**config.mk**
```make
export PLATFORM = sky130hd
export DESIGN_NAME = ladder_top
export DESIGN_NICKNAME = d
export VERILOG_FILES = /design/src/hw/ladder_pkg.sv /design/src/hw/ladder_ctrl.sv /design/src/hw/ladder_issue.sv /design/src/hw/ladder_prog_rom.sv /design/src/hw/ladder_top.sv /design/src/hw/mod_alu.sv
export SDC_FILE = /design/constraint.sdc
export NUM_CORES = 1
export LEC_CHECK = 0
export BUFFER_PORTS_ARGS = -buffer_cell sky130_fd_sc_hd__buf_2
export CORE_MARGIN = 8
export CORE_UTILIZATION = 50
export CTS_BUF_LIST = sky130_fd_sc_hd__clkbuf_4
export CTS_CLUSTER_SIZE = 20
export DETAILED_ROUTE_END_ITERATION = 8
export HOLD_SLACK_MARGIN = 0.05
export PLACE_DENSITY = 0.67
export SKIP_CTS_REPAIR_TIMING = 1
export SLEW_MARGIN = 30
export SYNTH_ARGS = -nofsm -noshare
export SYNTH_HDL_FRONTEND = slang
export SYNTH_SLANG_ARGS = --single-unit
```
**constraint.sdc**
```tcl
create_clock -name clk -period 11.15 [get_ports clk]
set_clock_uncertainty 0.2 [all_clocks]
set_input_delay 0.5575 -clock clk [delete_from_list [all_inputs] [get_ports clk]]
set_output_delay 0.5575 -clock clk [all_outputs]
set_load 0.01 [all_outputs]
```
**src/hw/ladder_pkg.sv**
```systemverilog
package ladder_pkg;

    // --------------------
    // Instruction format
    // --------------------
    localparam int REG_ADDR_W  = 3;                  // 8 register slots
    localparam int OPC_W       = 3;
    localparam int INSTR_W     = OPC_W + 3 * REG_ADDR_W;  // 12 bits
    localparam int OPC_LSB     = 9;                  // [11:9] opcode
    localparam int DST_LSB     = 6;                  // [8:6] destination
    localparam int SRCA_LSB    = 3;                  // [5:3] first source
    localparam int SRCB_LSB    = 0;                  // [2:0] second source
    localparam int PROG_ADDR_W = 5;

    typedef enum logic [OPC_W-1:0] {
        OP_NOP = 3'd0,  // Bubble
        OP_LDA = 3'd1,  // dst <= captured A
        OP_LDB = 3'd2,  // dst <= captured B
        OP_LD1 = 3'd3,  // dst <= 1
        OP_MOV = 3'd4,  // dst <= srca
        OP_MUL = 3'd5,  // dst <= srca * srcb mod M
        OP_OUT = 3'd6,  // result <= srca
        OP_END = 3'd7   // Program finished
    } opcode_e;

    // Command codes, 2'b11 is reserved
    typedef enum logic [1:0] {
        CMD_NONE   = 2'd0,
        CMD_MODMUL = 2'd1,
        CMD_MODEXP = 2'd2
    } cmd_e;

    // --------------------
    // Microprogram layout
    // --------------------
    localparam logic [PROG_ADDR_W-1:0] IDLE_S        = 5'd0;   // Parked here when idle
    localparam logic [PROG_ADDR_W-1:0] MODMUL_S      = 5'd1;
    localparam logic [PROG_ADDR_W-1:0] MODEXP_INIT_S = 5'd6;
    localparam logic [PROG_ADDR_W-1:0] STEP_S        = 5'd8;   // First op of a ladder step
    localparam logic [PROG_ADDR_W-1:0] STEP_E        = 5'd10;  // Last op of a ladder step
    localparam logic [PROG_ADDR_W-1:0] FINAL_S       = 5'd11;

    // --------------------
    // Ladder slots
    // --------------------
    // R0 and R1 differ only in bit 0, so the swap is a single XOR
    localparam logic [REG_ADDR_W-1:0] SLOT_R0  = 3'd2;
    localparam logic [REG_ADDR_W-1:0] SLOT_R1  = 3'd3;
    localparam logic [REG_ADDR_W-1:0] SLOT_T   = 3'd4;
    localparam logic [1:0]            SWAP_TAG = 2'b01;  // Upper bits of a swappable slot

endpackage

```
**src/hw/ladder_ctrl.sv**
```systemverilog
`timescale 1ns/1ns

module ladder_ctrl #(
    parameter int WIDTH       = 16,
    parameter int SCALAR_BITS = 8
) (
    input  logic                                 clk,
    input  logic                                 reset_n,
    input  logic                                 cmd_valid_i,
    input  ladder_pkg::cmd_e                     cmd_i,
    input  logic [ladder_pkg::INSTR_W-1:0]       rom_instr_i,
    output logic [ladder_pkg::PROG_ADDR_W-1:0]   prog_addr_o,
    output logic [ladder_pkg::INSTR_W-1:0]       fetch_instr_o,
    output logic                                 fetch_valid_o,
    output logic                                 digit_req_o,
    output logic                                 ladder_active_o,
    output logic                                 busy_o
);

    localparam int STALL_W = $clog2(WIDTH + 1);
    localparam int STEP_W  = $clog2(SCALAR_BITS + 1);

    logic [ladder_pkg::PROG_ADDR_W-1:0] pc;
    logic [ladder_pkg::PROG_ADDR_W-1:0] fetch_addr_q;  // Address behind rom_instr_i
    logic                               valid_q;       // rom_instr_i is a fresh word
    logic                               stalled;
    logic [STALL_W-1:0]                 stall_cnt;
    logic [STEP_W-1:0]                  step_cnt;      // Ladder steps still to run
    logic                               busy_q;
    ladder_pkg::opcode_e                fetch_op;

    assign fetch_op    = ladder_pkg::opcode_e'(rom_instr_i[ladder_pkg::OPC_LSB +: 3]);
    assign prog_addr_o = pc;
    assign busy_o      = busy_q;

    // Bubbles go out as all-zero NOP words
    assign fetch_valid_o = valid_q;
    assign fetch_instr_o = valid_q ? rom_instr_i : '0;

    // Tags travel with the fetched word and the issue stage lines them up with the swap
    assign ladder_active_o = (fetch_addr_q >= ladder_pkg::STEP_S) &&
                             (fetch_addr_q <= ladder_pkg::STEP_E);
    assign digit_req_o     = valid_q && (fetch_addr_q == ladder_pkg::STEP_S);  // Once per step

    // --------------------
    // Sequencer FSM
    // --------------------
    always_ff @(posedge clk or negedge reset_n) begin
        if (!reset_n) begin
            pc           <= ladder_pkg::IDLE_S;
            fetch_addr_q <= ladder_pkg::IDLE_S;
            valid_q      <= 1'b0;
            stalled      <= 1'b0;
            stall_cnt    <= '0;
            step_cnt     <= '0;
            busy_q       <= 1'b0;
        end else begin
            fetch_addr_q <= pc;  // ROM registers the same address
            if (!busy_q) begin
                valid_q <= 1'b0;
                if (cmd_valid_i) begin
                    unique case (cmd_i)
                        ladder_pkg::CMD_MODMUL: begin
                            pc     <= ladder_pkg::MODMUL_S;
                            busy_q <= 1'b1;
                        end
                        ladder_pkg::CMD_MODEXP: begin
                            pc       <= ladder_pkg::MODEXP_INIT_S;
                            step_cnt <= STEP_W'(SCALAR_BITS);
                            busy_q   <= 1'b1;
                        end
                        default: ;  // NONE and reserved code are dropped
                    endcase
                end
            end else if (stalled) begin
                // PC held while the multiply runs
                if (stall_cnt != '0) begin
                    stall_cnt <= stall_cnt - 1'b1;
                end else begin
                    stalled <= 1'b0;  // Fetch restarts from the held PC next cycle
                end
            end else if (valid_q && fetch_op == ladder_pkg::OP_END) begin
                pc      <= ladder_pkg::IDLE_S;  // Back to idle
                busy_q  <= 1'b0;
                valid_q <= 1'b0;                // Drop the prefetched word
            end else if (valid_q && fetch_op == ladder_pkg::OP_MUL) begin
                stalled   <= 1'b1;              // WIDTH cycles of hold
                stall_cnt <= STALL_W'(WIDTH - 1);
                valid_q   <= 1'b0;
            end else begin
                valid_q <= 1'b1;
                if (pc == ladder_pkg::STEP_E) begin
                    step_cnt <= step_cnt - 1'b1;
                    pc       <= (step_cnt == STEP_W'(1)) ? ladder_pkg::FINAL_S
                                                         : ladder_pkg::STEP_S;
                end else begin
                    pc <= pc + 1'b1;
                end
            end
        end
    end

    // A strobe while busy never makes the PC jump to an entry point
    a_no_accept_busy: assert property (@(posedge clk) disable iff (!reset_n)
        (cmd_valid_i && busy_o) |=>
            (prog_addr_o == $past(prog_addr_o) + 1'b1) ||
            !(prog_addr_o == ladder_pkg::MODMUL_S ||
              prog_addr_o == ladder_pkg::MODEXP_INIT_S));

endmodule

```
**src/hw/ladder_issue.sv**
```systemverilog
`timescale 1ns/1ns

module ladder_issue #(
    parameter int SCALAR_BITS = 8
) (
    input  logic                             clk,
    input  logic                             reset_n,
    input  logic                             load_i,
    input  logic [SCALAR_BITS-1:0]           scalar_i,
    input  logic                             digit_req_i,
    input  logic                             ladder_active_i,
    input  logic [ladder_pkg::INSTR_W-1:0]   fetch_instr_i,
    input  logic                             fetch_valid_i,
    output logic [ladder_pkg::INSTR_W-1:0]   issue_instr_o,
    output logic                             issue_valid_o
);

    logic [ladder_pkg::INSTR_W-1:0] pipe1_instr;
    logic                           pipe1_valid;
    logic                           pipe1_active;  // Word belongs to a ladder step
    logic [SCALAR_BITS-1:0]         scalar_sr;     // MSB goes out first
    logic                           digit;
    logic [ladder_pkg::INSTR_W-1:0] swapped;

    // Flip R0/R1 only, other slots pass
    function automatic logic [ladder_pkg::REG_ADDR_W-1:0] swap_slot(
        input logic [ladder_pkg::REG_ADDR_W-1:0] slot,
        input logic                              bit_i
    );
        if (slot[2:1] == ladder_pkg::SWAP_TAG)
            return {slot[2:1], slot[0] ^ bit_i};
        return slot;
    endfunction

    // Same gates for both digit values, so timing does not leak the scalar
    always_comb begin
        swapped = pipe1_instr;
        if (pipe1_active) begin
            swapped[ladder_pkg::DST_LSB +: 3]  = swap_slot(pipe1_instr[ladder_pkg::DST_LSB +: 3], digit);
            swapped[ladder_pkg::SRCA_LSB +: 3] = swap_slot(pipe1_instr[ladder_pkg::SRCA_LSB +: 3], digit);
            swapped[ladder_pkg::SRCB_LSB +: 3] = swap_slot(pipe1_instr[ladder_pkg::SRCB_LSB +: 3], digit);
        end
    end

    // --------------------
    // Control and scalar
    // --------------------
    always_ff @(posedge clk or negedge reset_n) begin
        if (!reset_n) begin
            pipe1_valid   <= 1'b0;
            pipe1_active  <= 1'b0;
            issue_valid_o <= 1'b0;
            scalar_sr     <= '0;
            digit         <= 1'b0;
        end else begin
            pipe1_valid   <= fetch_valid_i;
            pipe1_active  <= ladder_active_i;
            issue_valid_o <= pipe1_valid;
            if (load_i) begin
                scalar_sr <= scalar_i;
            end else if (digit_req_i) begin
                digit     <= scalar_sr[SCALAR_BITS-1];  // Next bit for this step
                scalar_sr <= scalar_sr << 1;
            end
        end
    end

    // Instruction payload
    always_ff @(posedge clk) begin
        pipe1_instr   <= fetch_instr_i;
        issue_instr_o <= swapped;
    end

    a_digit_in_ladder: assert property (@(posedge clk) disable iff (!reset_n)
        digit_req_i |-> ladder_active_i);

endmodule

```
**src/hw/ladder_prog_rom.sv**
```systemverilog
`timescale 1ns/1ns

module ladder_prog_rom (
    input  logic                                 clk,
    input  logic                                 reset_n,
    input  logic [ladder_pkg::PROG_ADDR_W-1:0]   addr_i,
    output logic [ladder_pkg::INSTR_W-1:0]       instr_o
);

    logic [ladder_pkg::INSTR_W-1:0] rom_word;  // Combinational table output

    // Word layout is {opcode, dst, srca, srcb}
    always_comb begin
        unique case (addr_i)
            // MODMUL, slot 5 holds the product
            5'd1:  rom_word = {ladder_pkg::OP_LDA, 3'd0, 3'd0, 3'd0};
            5'd2:  rom_word = {ladder_pkg::OP_LDB, 3'd1, 3'd0, 3'd0};
            5'd3:  rom_word = {ladder_pkg::OP_MUL, 3'd5, 3'd0, 3'd1};
            5'd4:  rom_word = {ladder_pkg::OP_OUT, 3'd0, 3'd5, 3'd0};
            5'd5:  rom_word = {ladder_pkg::OP_END, 3'd0, 3'd0, 3'd0};
            // MODEXP init, R0 = 1 and R1 = base
            5'd6:  rom_word = {ladder_pkg::OP_LD1, ladder_pkg::SLOT_R0, 3'd0, 3'd0};
            5'd7:  rom_word = {ladder_pkg::OP_LDA, ladder_pkg::SLOT_R1, 3'd0, 3'd0};
            // Ladder step, written for bit 0 and swapped in flight for bit 1
            5'd8:  rom_word = {ladder_pkg::OP_MUL, ladder_pkg::SLOT_T,
                               ladder_pkg::SLOT_R0, ladder_pkg::SLOT_R1};  // T = R0*R1
            5'd9:  rom_word = {ladder_pkg::OP_MUL, ladder_pkg::SLOT_R0,
                               ladder_pkg::SLOT_R0, ladder_pkg::SLOT_R0};  // R0 = R0^2
            5'd10: rom_word = {ladder_pkg::OP_MOV, ladder_pkg::SLOT_R1,
                               ladder_pkg::SLOT_T, 3'd0};                  // R1 = T
            // Final part
            5'd11: rom_word = {ladder_pkg::OP_OUT, 3'd0, ladder_pkg::SLOT_R0, 3'd0};
            5'd12: rom_word = {ladder_pkg::OP_END, 3'd0, 3'd0, 3'd0};
            default: rom_word = {ladder_pkg::OP_NOP, 3'd0, 3'd0, 3'd0};  // Idle and unused
        endcase
    end

    // Registered read, one cycle of latency
    always_ff @(posedge clk or negedge reset_n) begin
        if (!reset_n) begin
            instr_o <= '0;  // NOP
        end else begin
            instr_o <= rom_word;
        end
    end

endmodule

```
**src/hw/ladder_top.sv**
```systemverilog
`timescale 1ns/1ns

module ladder_top #(
    parameter int WIDTH       = 16,
    parameter int MODULUS     = 65521,
    parameter int SCALAR_BITS = 8
) (
    input  logic               clk,
    input  logic               reset_n,
    input  logic               cmd_valid_i,
    input  ladder_pkg::cmd_e   cmd_i,
    input  logic [WIDTH-1:0]   operand_a_i,
    input  logic [WIDTH-1:0]   operand_b_i,
    output logic [WIDTH-1:0]   result_o,
    output logic               done_o,
    output logic               busy_o
);

    // --------------------
    // Stage wiring
    // --------------------
    logic [ladder_pkg::PROG_ADDR_W-1:0] prog_addr;
    logic [ladder_pkg::INSTR_W-1:0]     rom_instr, fetch_instr, issue_instr;
    logic                               fetch_valid, issue_valid;
    logic                               digit_req, ladder_active;

    ladder_prog_rom i_rom (
        .clk(clk), .reset_n(reset_n), .addr_i(prog_addr), .instr_o(rom_instr)
    );

    ladder_ctrl #(.WIDTH(WIDTH), .SCALAR_BITS(SCALAR_BITS)) i_ctrl (
        .clk(clk), .reset_n(reset_n), .cmd_valid_i(cmd_valid_i), .cmd_i(cmd_i),
        .rom_instr_i(rom_instr), .prog_addr_o(prog_addr), .fetch_instr_o(fetch_instr),
        .fetch_valid_o(fetch_valid), .digit_req_o(digit_req),
        .ladder_active_o(ladder_active), .busy_o(busy_o)
    );

    // Accept strobe is any command while idle
    ladder_issue #(.SCALAR_BITS(SCALAR_BITS)) i_issue (
        .clk(clk), .reset_n(reset_n), .load_i(cmd_valid_i & ~busy_o),
        .scalar_i(operand_b_i[SCALAR_BITS-1:0]), .digit_req_i(digit_req),
        .ladder_active_i(ladder_active), .fetch_instr_i(fetch_instr),
        .fetch_valid_i(fetch_valid), .issue_instr_o(issue_instr), .issue_valid_o(issue_valid)
    );

    mod_alu #(.WIDTH(WIDTH), .MODULUS(MODULUS)) i_alu (
        .clk(clk), .reset_n(reset_n), .load_i(cmd_valid_i & ~busy_o),
        .operand_a_i(operand_a_i), .operand_b_i(operand_b_i),
        .issue_instr_i(issue_instr), .issue_valid_i(issue_valid),
        .result_o(result_o), .done_o(done_o)
    );

endmodule

```
**src/hw/mod_alu.sv**
```systemverilog
`timescale 1ns/1ns

module mod_alu #(
    parameter int WIDTH   = 16,
    parameter int MODULUS = 65521
) (
    input  logic                             clk,
    input  logic                             reset_n,
    input  logic                             load_i,
    input  logic [WIDTH-1:0]                 operand_a_i,
    input  logic [WIDTH-1:0]                 operand_b_i,
    input  logic [ladder_pkg::INSTR_W-1:0]   issue_instr_i,
    input  logic                             issue_valid_i,
    output logic [WIDTH-1:0]                 result_o,
    output logic                             done_o
);

    localparam int               CNT_W   = $clog2(WIDTH + 1);
    localparam logic [WIDTH:0]   MOD_EXT = (WIDTH + 1)'(MODULUS);

    logic [WIDTH-1:0]  rf [8];         // Operand register file
    logic [WIDTH-1:0]  a_q, b_q;       // Captured operands, already reduced
    ladder_pkg::opcode_e op;
    logic [2:0]        dst, srca, srcb;
    logic              mul_busy;
    logic [CNT_W-1:0]  mul_cnt;
    logic [WIDTH-1:0]  acc, mcand, mplier;
    logic [2:0]        mul_dst;
    logic [WIDTH:0]    dbl, dbl_r, sum;
    logic [WIDTH-1:0]  acc_next;

    assign op   = ladder_pkg::opcode_e'(issue_instr_i[ladder_pkg::OPC_LSB +: 3]);
    assign dst  = issue_instr_i[ladder_pkg::DST_LSB +: 3];
    assign srca = issue_instr_i[ladder_pkg::SRCA_LSB +: 3];
    assign srcb = issue_instr_i[ladder_pkg::SRCB_LSB +: 3];

    // One subtract reduces a raw operand when MODULUS sits in the top half
    function automatic logic [WIDTH-1:0] reduce(input logic [WIDTH-1:0] x);
        return (x >= WIDTH'(MODULUS)) ? x - WIDTH'(MODULUS) : x;
    endfunction

    // --------------------
    // Shift-add step
    // --------------------
    always_comb begin
        dbl      = {acc, 1'b0};                                   // 2*acc
        dbl_r    = (dbl >= MOD_EXT) ? dbl - MOD_EXT : dbl;
        sum      = dbl_r + (mplier[WIDTH-1] ? {1'b0, mcand} : '0);  // Add on multiplier MSB
        acc_next = WIDTH'((sum >= MOD_EXT) ? sum - MOD_EXT : sum);
    end

    // Control state
    always_ff @(posedge clk or negedge reset_n) begin
        if (!reset_n) begin
            mul_busy <= 1'b0;
            mul_cnt  <= '0;
            done_o   <= 1'b0;
        end else begin
            done_o <= issue_valid_i && op == ladder_pkg::OP_OUT;  // One cycle strobe
            if (issue_valid_i && op == ladder_pkg::OP_MUL) begin
                mul_busy <= 1'b1;
                mul_cnt  <= CNT_W'(WIDTH);
            end else if (mul_busy) begin
                mul_cnt <= mul_cnt - 1'b1;
                if (mul_cnt == CNT_W'(1))
                    mul_busy <= 1'b0;  // Last bit done this cycle
            end
        end
    end

    // Register file and datapath
    always_ff @(posedge clk) begin
        if (load_i) begin
            a_q <= reduce(operand_a_i);
            b_q <= reduce(operand_b_i);
        end
        if (mul_busy) begin
            acc    <= acc_next;
            mplier <= mplier << 1;
            if (mul_cnt == CNT_W'(1))
                rf[mul_dst] <= acc_next;  // Write back
        end
        if (issue_valid_i) begin
            unique case (op)
                ladder_pkg::OP_LDA: rf[dst] <= a_q;
                ladder_pkg::OP_LDB: rf[dst] <= b_q;
                ladder_pkg::OP_LD1: rf[dst] <= WIDTH'(1);
                ladder_pkg::OP_MOV: rf[dst] <= rf[srca];
                ladder_pkg::OP_MUL: begin
                    acc     <= '0;
                    mcand   <= rf[srca];
                    mplier  <= rf[srcb];
                    mul_dst <= dst;
                end
                ladder_pkg::OP_OUT: result_o <= rf[srca];
                default: ;  // NOP and END
            endcase
        end
    end

    // Controller stall must cover the full multiply
    a_mul_no_overlap: assert property (@(posedge clk) disable iff (!reset_n)
        (issue_valid_i && op == ladder_pkg::OP_MUL) |-> !mul_busy);

endmodule

```
== Word level (Yosys, flattened, before mapping) ==
Memory sizes are Yosys's and may differ from the RTL's. A register that Yosys moved wholly into a read port is not among the register bits.
Index checks and enable logic that the tools add are counted.

* Add/sub/neg operators: 9
* Magnitude comparators: 6
* Equal/unequal tests: 24
* Mux-type cells: 82
* Bitwise gates (word level): 9
* Reductions and logical operators: 20

{| class="wikitable"
|+ Operators with widths
! cell !! count
|-
| 16-bit two-way mux || 13
|-
| 5-bit two-way mux || 12
|-
| 16-bit subtractor (second input constant) || 3
|-
| 1-bit two-way mux || 37
|-
| 17-bit by 16-bit greater-or-equal comparator with 1-bit output (second input constant) || 2
|-
| 16-bit greater-or-equal comparator (second input constant) || 2
|-
| 4-bit two-way mux || 7
|-
| 3-bit two-way mux || 6
|-
| 17-bit by 16-bit adder with 17-bit output || 1
|-
| 17-bit two-way mux || 1
|-
| 17-bit by 16-bit subtractor with 17-bit output (second input constant) || 1
|-
| 8-bit two-way mux || 2
|-
| 3-bit == test (second input constant) || 5
|-
| 12-bit two-way mux || 1
|-
| 5-bit by 4-bit == test with 1-bit output (second input constant) || 2
|-
| 2-bit != test (second input constant) || 5
|-
| 5-bit case mux with 2 select lines || 1
|-
| 2-bit nonzero test || 5
|-
| 5-bit by 1-bit subtractor with 5-bit output (second input constant) || 2
|-
| 9-bit two-way mux || 1
|-
| 2-bit by 1-bit == test with 1-bit output (second input constant) || 4
|-
| 4-bit AND reduction || 2
|-
| 3-bit by 2-bit == test with 1-bit output (second input constant) || 2
|-
| 1-bit logical AND || 6
|-
| 20 further kinds || 27
|}

* Register bits after elaboration: 176
* Bits in writable memories: 128
* Memory bits (read-only): 176
* Output and inout port bits: 18
* Logic and storage cells: 177
* Memories kept: 2

{| class="wikitable"
|+ Memories
! memory !! depth !! bits a word !! rd ports !! clocked after memory_dff !! write ports !! RTL line !! RTL
|-
| (no name shown) || 16 || 11 || 1 || 0 || 0 || ladder_prog_rom.sv:14 || <nowiki>unique case (addr_i)</nowiki>
|-
| i_alu.rf || 8 || 16 || 2 || 2 || 2 || mod_alu.sv:21 || <nowiki>logic [WIDTH-1:0] rf [8];</nowiki>
|}

== Logic depth before layout (Yosys ltp) ==
* Word-level depth: 8
* Gate-level depth with buffers: 20
* Gate-level depth less buffers: 19

== By module ==
Synthesis repeated with hierarchy kept, for this count alone.

* Cells, all modules: 1451
* Area total of the unflattened synthesis: 16260.6 um^2

{| class="wikitable"
|+ Modules (own cells, without submodules)
! module !! instances !! cells an instance !! area each (um^2) !! sequential area each (um^2)
|-
| mod_alu || 1 || 1204 || 13429.1 || 6671.4
|-
| ladder_ctrl || 1 || 125 || 1252.5 || 550.5
|-
| ladder_issue || 1 || 69 || 1024.7 || 780.7
|-
| ladder_prog_rom || 1 || 52 || 540.5 || 250.2
|-
| ladder_top || 1 || 1 || 13.8 || 0.0
|}

== Worst setup path before layout ==
OpenSTA, ideal clock, no wires.

* Path kind: reg-to-reg
* From: register i_alu.acc[7]
* To: memory i_alu.rf[0][13] (data pin)
* Setup time: 271 ps
* Arrival time: 4644 ps
* Required time: 10679 ps
* Setup slack: 6035 ps
* Cell stages (with the launch flop): 20
* Period minus slack after synthesis: 5115 ps
* Path through: dfxtp_1 > nand4_1 > nor4_1 > and2_1 > a21o_1 > nor2b_1 > nand3_1 > nor2_1 > xor2_1 > ha_1 > a21o_1 > a2111oi_0 > o41ai_1 > mux2_2 > a311oi_2 > a41oi_2 > buf_6 > nor3_2 > xor2_2 > mux2i_1

{| class="wikitable"
|+ RTL lines
! what !! RTL line !! RTL
|-
| from (decl) || mod_alu.sv:27 || <nowiki>logic [WIDTH-1:0] acc, mcand, mplier;</nowiki>
|-
| from (signal assigned) || mod_alu.sv:78 || <nowiki>acc <= acc_next;</nowiki>
|-
| to (decl) || mod_alu.sv:21 ||
|}

==> metrics.md <==
| Metric | Value |
|---|---|
| RD Place Congestion | 0.920 |
| FILL cells | between 2000 and 3000 |
| Most common library cells after synthesis | edfxtp_1 (195), a21oi_1 (168), nor2_1 (168), nand2_1 (94), o21ai_0 (93) |
| Avg Inst Size Synth | 11.1 um^2 |
| Synth Net Count | around 1500 |
| Setup-failing EPs final | 0 |
| Hpwl dp | between 20000 and 30000 um |
| Largest net degree at the start of global routing | 59 |
| Placed Area | 16200 um^2 |
| Clk_lat worst skew | 0.71 ns |
| Post-route setup TNS | 0 ns |
| R2R Path End | i_alu.rf[2][10] |
| Sink Count | around 300 |
| CP Max Fanout | 16 |
| Synth unique cells | 75 |
| Switching share of power | 41.5% |
| Part of the power in registers | a little over a third |
| RSZ-0062 raised after global routing | false |
| Yosys top cell area share | a little under two fifths |
| Clock Tree Buf Depth | 3 |
| Vias in the first global route | 11200 |
| Nets@finish | roughly 1600 |
| Status | completed |
| CP arrival | 6.48 ns |
| HP Class | in -> reg |
| First-pass detailed-route iteration total | 5 |
| Initial antenna violation count | 2 |
| Worst setup EP type | register |
| Total grt overflow | 0 |
| ANT nets after route | 0 |
| Final number of hold-violating endpoints | 0 |
| Die X | between 150 and 200 um |
| Combinational share of power | 47.1% |
| DR vias | 11500 |
| Clock share of power | between 10% and 20% |
| Required @ worst endpoint | approximately 11 ns |
| Starting Density | 50.7% |
| Ys Warns | 0 |
| Std-Cell Rows | 64 |
| Buffers on Ports | between 50 and 60 |
| CTS tree | built |
| Min Tclk post-route | 6.29 ns |
| Yosys top cell by area | edfxtp_1 |
| Reg-to-reg startpoint | i_alu.acc[3] |
| Final slew viol count | 0 |
| Synth top area cells | edfxtp_1 (38%), dfrtp_1 (8.3%), mux4_2 (7.0%), dfxtp_1 (6.9%), a21oi_1 (5.4%) |
| Relative slew slack | a little over a third |
| Seq/Total Area, Yosys | 53.0% |
| Pleak | 6.66 nW |
| P_sw | 2.28 mW |
| Register bit total from synthesis | 299 |
| Layout cells sized above 1 | 20.2% |
| Hold worst-path end | i_alu.a_q[0] |
| Top FF cell, synth | edfxtp_1 |
| WS Path Type | reg -> reg |
| Die height | ~190 um |
| GRT Util Overall | a little over a fifth |
| Worst-margin pin slew | 0.949 ns |
| Number of flops mapped to enable cells by yosys | 195 |
| Ports | 55 |
| Max-cap viol count | 0 |
| Upper clock frequency limit | ~160 MHz |
| Syn Inst Count | 1395 |
| VDD IR max | 147 uV |
| # DRC | 0 |
| Clk pin slew, worst setup/hold paths | roughly 0.070 ns |
| Total wire length | 39400 um |
| Most frequent cell after synthesis | edfxtp_1 |
| Root Driver | clkbuf_4 |
| Hold depth | 3 |
| DR WL/cell | 19.9 um |
| Synth Cell Area | 15500 um^2 |
| Startpoint class of the critical path | register |
| Syn-to-layout area delta | 13.4% |
| Num CTS Buffers | 80 |
| Final non-filler cell area | about 18000 um^2 |
| Worst-case reg-to-reg path depth | 18 |
| Die ar. | 36800 um^2 |
| Global-route wire length before repair | 60200 um |
| Final period util | between 50 and 60% |
| Async set-reset flop share out of synthesis | ~17% |
| Core box area | 30500 um^2 |
| Drt initial violations | 932 |
| Vias per cell | 5.82 |
| H-tree Lvls | 3 |
| Worst R2R Setup Slack | 4.86 ns |
| Internal Pwr Total | 3.22 mW |
| PwrDens | 314 nW/um^2 |
| Hold Crit Start | operand_a_i[0] |
-- power by group through the flow --
stage                     sequential, mW  clock (mW)  combinational [mW]
after floorplan                     1.85           0                1.96
after global placement              1.95           0                2.48
after detailed placement            1.96           0                2.55
after CTS                           1.94       0.989                2.56
after global routing                1.98        1.05                2.86
final                               1.94       0.967                2.59
-- layer usage --
metal / GRT usage [%] / share of wire (%) / vias to the layer above
met3: 4.68 / 8.7 / 89
met2: 34.3 / 47 / 540
li1: - / - / 5434
met4: 9.15 / 3.3 / 0
met5: 0 / 0 / -
met1: 27.0 / 41 / 5442
-- logic make-up (layout without fill, tap and decap cells) --
kind of cell | after synthesis | in the layout | synth area share (%)
AO/OA/AOI/OAI | 327 | 327 | 12.1
XOR/XNOR | 50 | 50 | 3.51
adder cells (fa/ha/maj) | 38 | 38 | 3.12
buffers and inverters | 111 | 296 | 2.76
flip-flops | 299 | 299 | 53.0
multiplexers | 103 | 103 | 10.8
other | 0 | 1 | 0
AND/OR/NAND/NOR | 467 | 467 | 14.8
-- worst max-delay path by stage --
stage / from / end / slack [ns] / cells past startpoint
6_report: i_alu.acc[3] / i_alu.rf[2][10] / 4.86 / 18
3_5_place_dp: i_alu.acc[3] / i_alu.rf[2][10] / 5.03 / 18
4_1_cts: i_alu.acc[3] / i_alu.rf[2][10] / 4.93 / 18
5_1_grt: i_alu.acc[3] / i_alu.rf[2][10] / 4.43 / 18
2_1_floorplan: i_alu.acc[7] / i_alu.rf[0][13] / 6.03 / 19
3_3_place_gp: i_alu.acc[7] / i_alu.rf[5][12] / 4.98 / 18
-- flip-flops by register name, indices dropped and copies added (netlist names), 8 cells and up --
| signal | cells |
|---|---|
| i_rom.instr_o | 10 |
| i_alu.a_q | 16 |
| i_issue.pipe1_instr | 10 |
| i_alu.b_q | 16 |
| i_alu.result_o | 16 |
| i_issue.issue_instr_o | 8 |
| i_alu.mcand | 16 |
| i_issue.scalar_sr | 8 |
| i_alu.rf | 128 |
| i_alu.mplier | 16 |
| i_alu.acc | 16 |
-- area by class of cell --
type / instances / area (um^2) / share of cell area, %
antenna: 1 / 2.50 / 0.0143
clock buffer: 119 / 893 / 5.09
clock inverter: 29 / 141 / 0.806
inverter: 39 / 149 / 0.849
multi-input combinational: 985 / 6900 / 39.3
sequential: 299 / 8200 / 46.7
tap: 396 / 495 / 2.82
timing repair buffer: 109 / 764 / 4.36
-- critical path, cell delays in order (launching register included) --
cell and delay [ns]:
dfxtp_1 0.46, nand4_1 0.15, nor4_1 0.51, and2_1 0.24, a21o_1 0.27, nor2b_1 0.28
nand3_1 0.21, nor2_1 0.17, xor2_1 0.20, ha_1 0.34, a21o_1 0.28, a2111oi_0 0.51
o41ai_1 0.16, mux2_2 0.36, a311oi_2 0.35, a41oi_4 0.40, nor4b_2 0.47, xnor2_2 0.27
a21oi_1 0.14
-- placed cells by master, fill, tap and decap left out, drive strengths merged, types with 5 or more instances in the layout --
master and n:
edfxtp 195, nor3b 19, nand3 32, o31ai 6, a211oi 9, dfxtp 53
a21oi 169, mux2i 35, nor2b 34, dlygate4sd3 31, inv 42, xnor2 39
buf 78, nand2b 9, nor3 21, nand4 13, dfrtp 51, a31oi 5
a21o 6, nand2 94, or3 5, and3 14, mux4 48, mux2 20
nor2 168, clkinv 24, o21ai 94, xor2 11, clkbuf 119, ha 37
nor4 7, and2 35
-- stage by stage --
| step | util, % | total power, mW | hold slack, ns | setup slack [ns] | cells |
|---|---|---|---|---|---|
| 2_1_floorplan | - | 3.81 | 0.0619 | 6.03 | 1395 |
| 3_3_place_gp | 53.0 | 4.43 | 0.112 | 4.98 | 1796 |
| 3_5_place_dp | 53.1 | 4.51 | 0.112 | 5.03 | 1797 |
| 4_1_cts | 56.5 | 5.49 | -0.270 | 4.93 | 1945 |
| 5_1_grt | 57.5 | 5.88 | 0.0698 | 4.43 | 1977 |
| 6_report | 57.5 | 5.50 | 0.0726 | 4.86 | 1977 |
(Power assumes the default switching activity.)
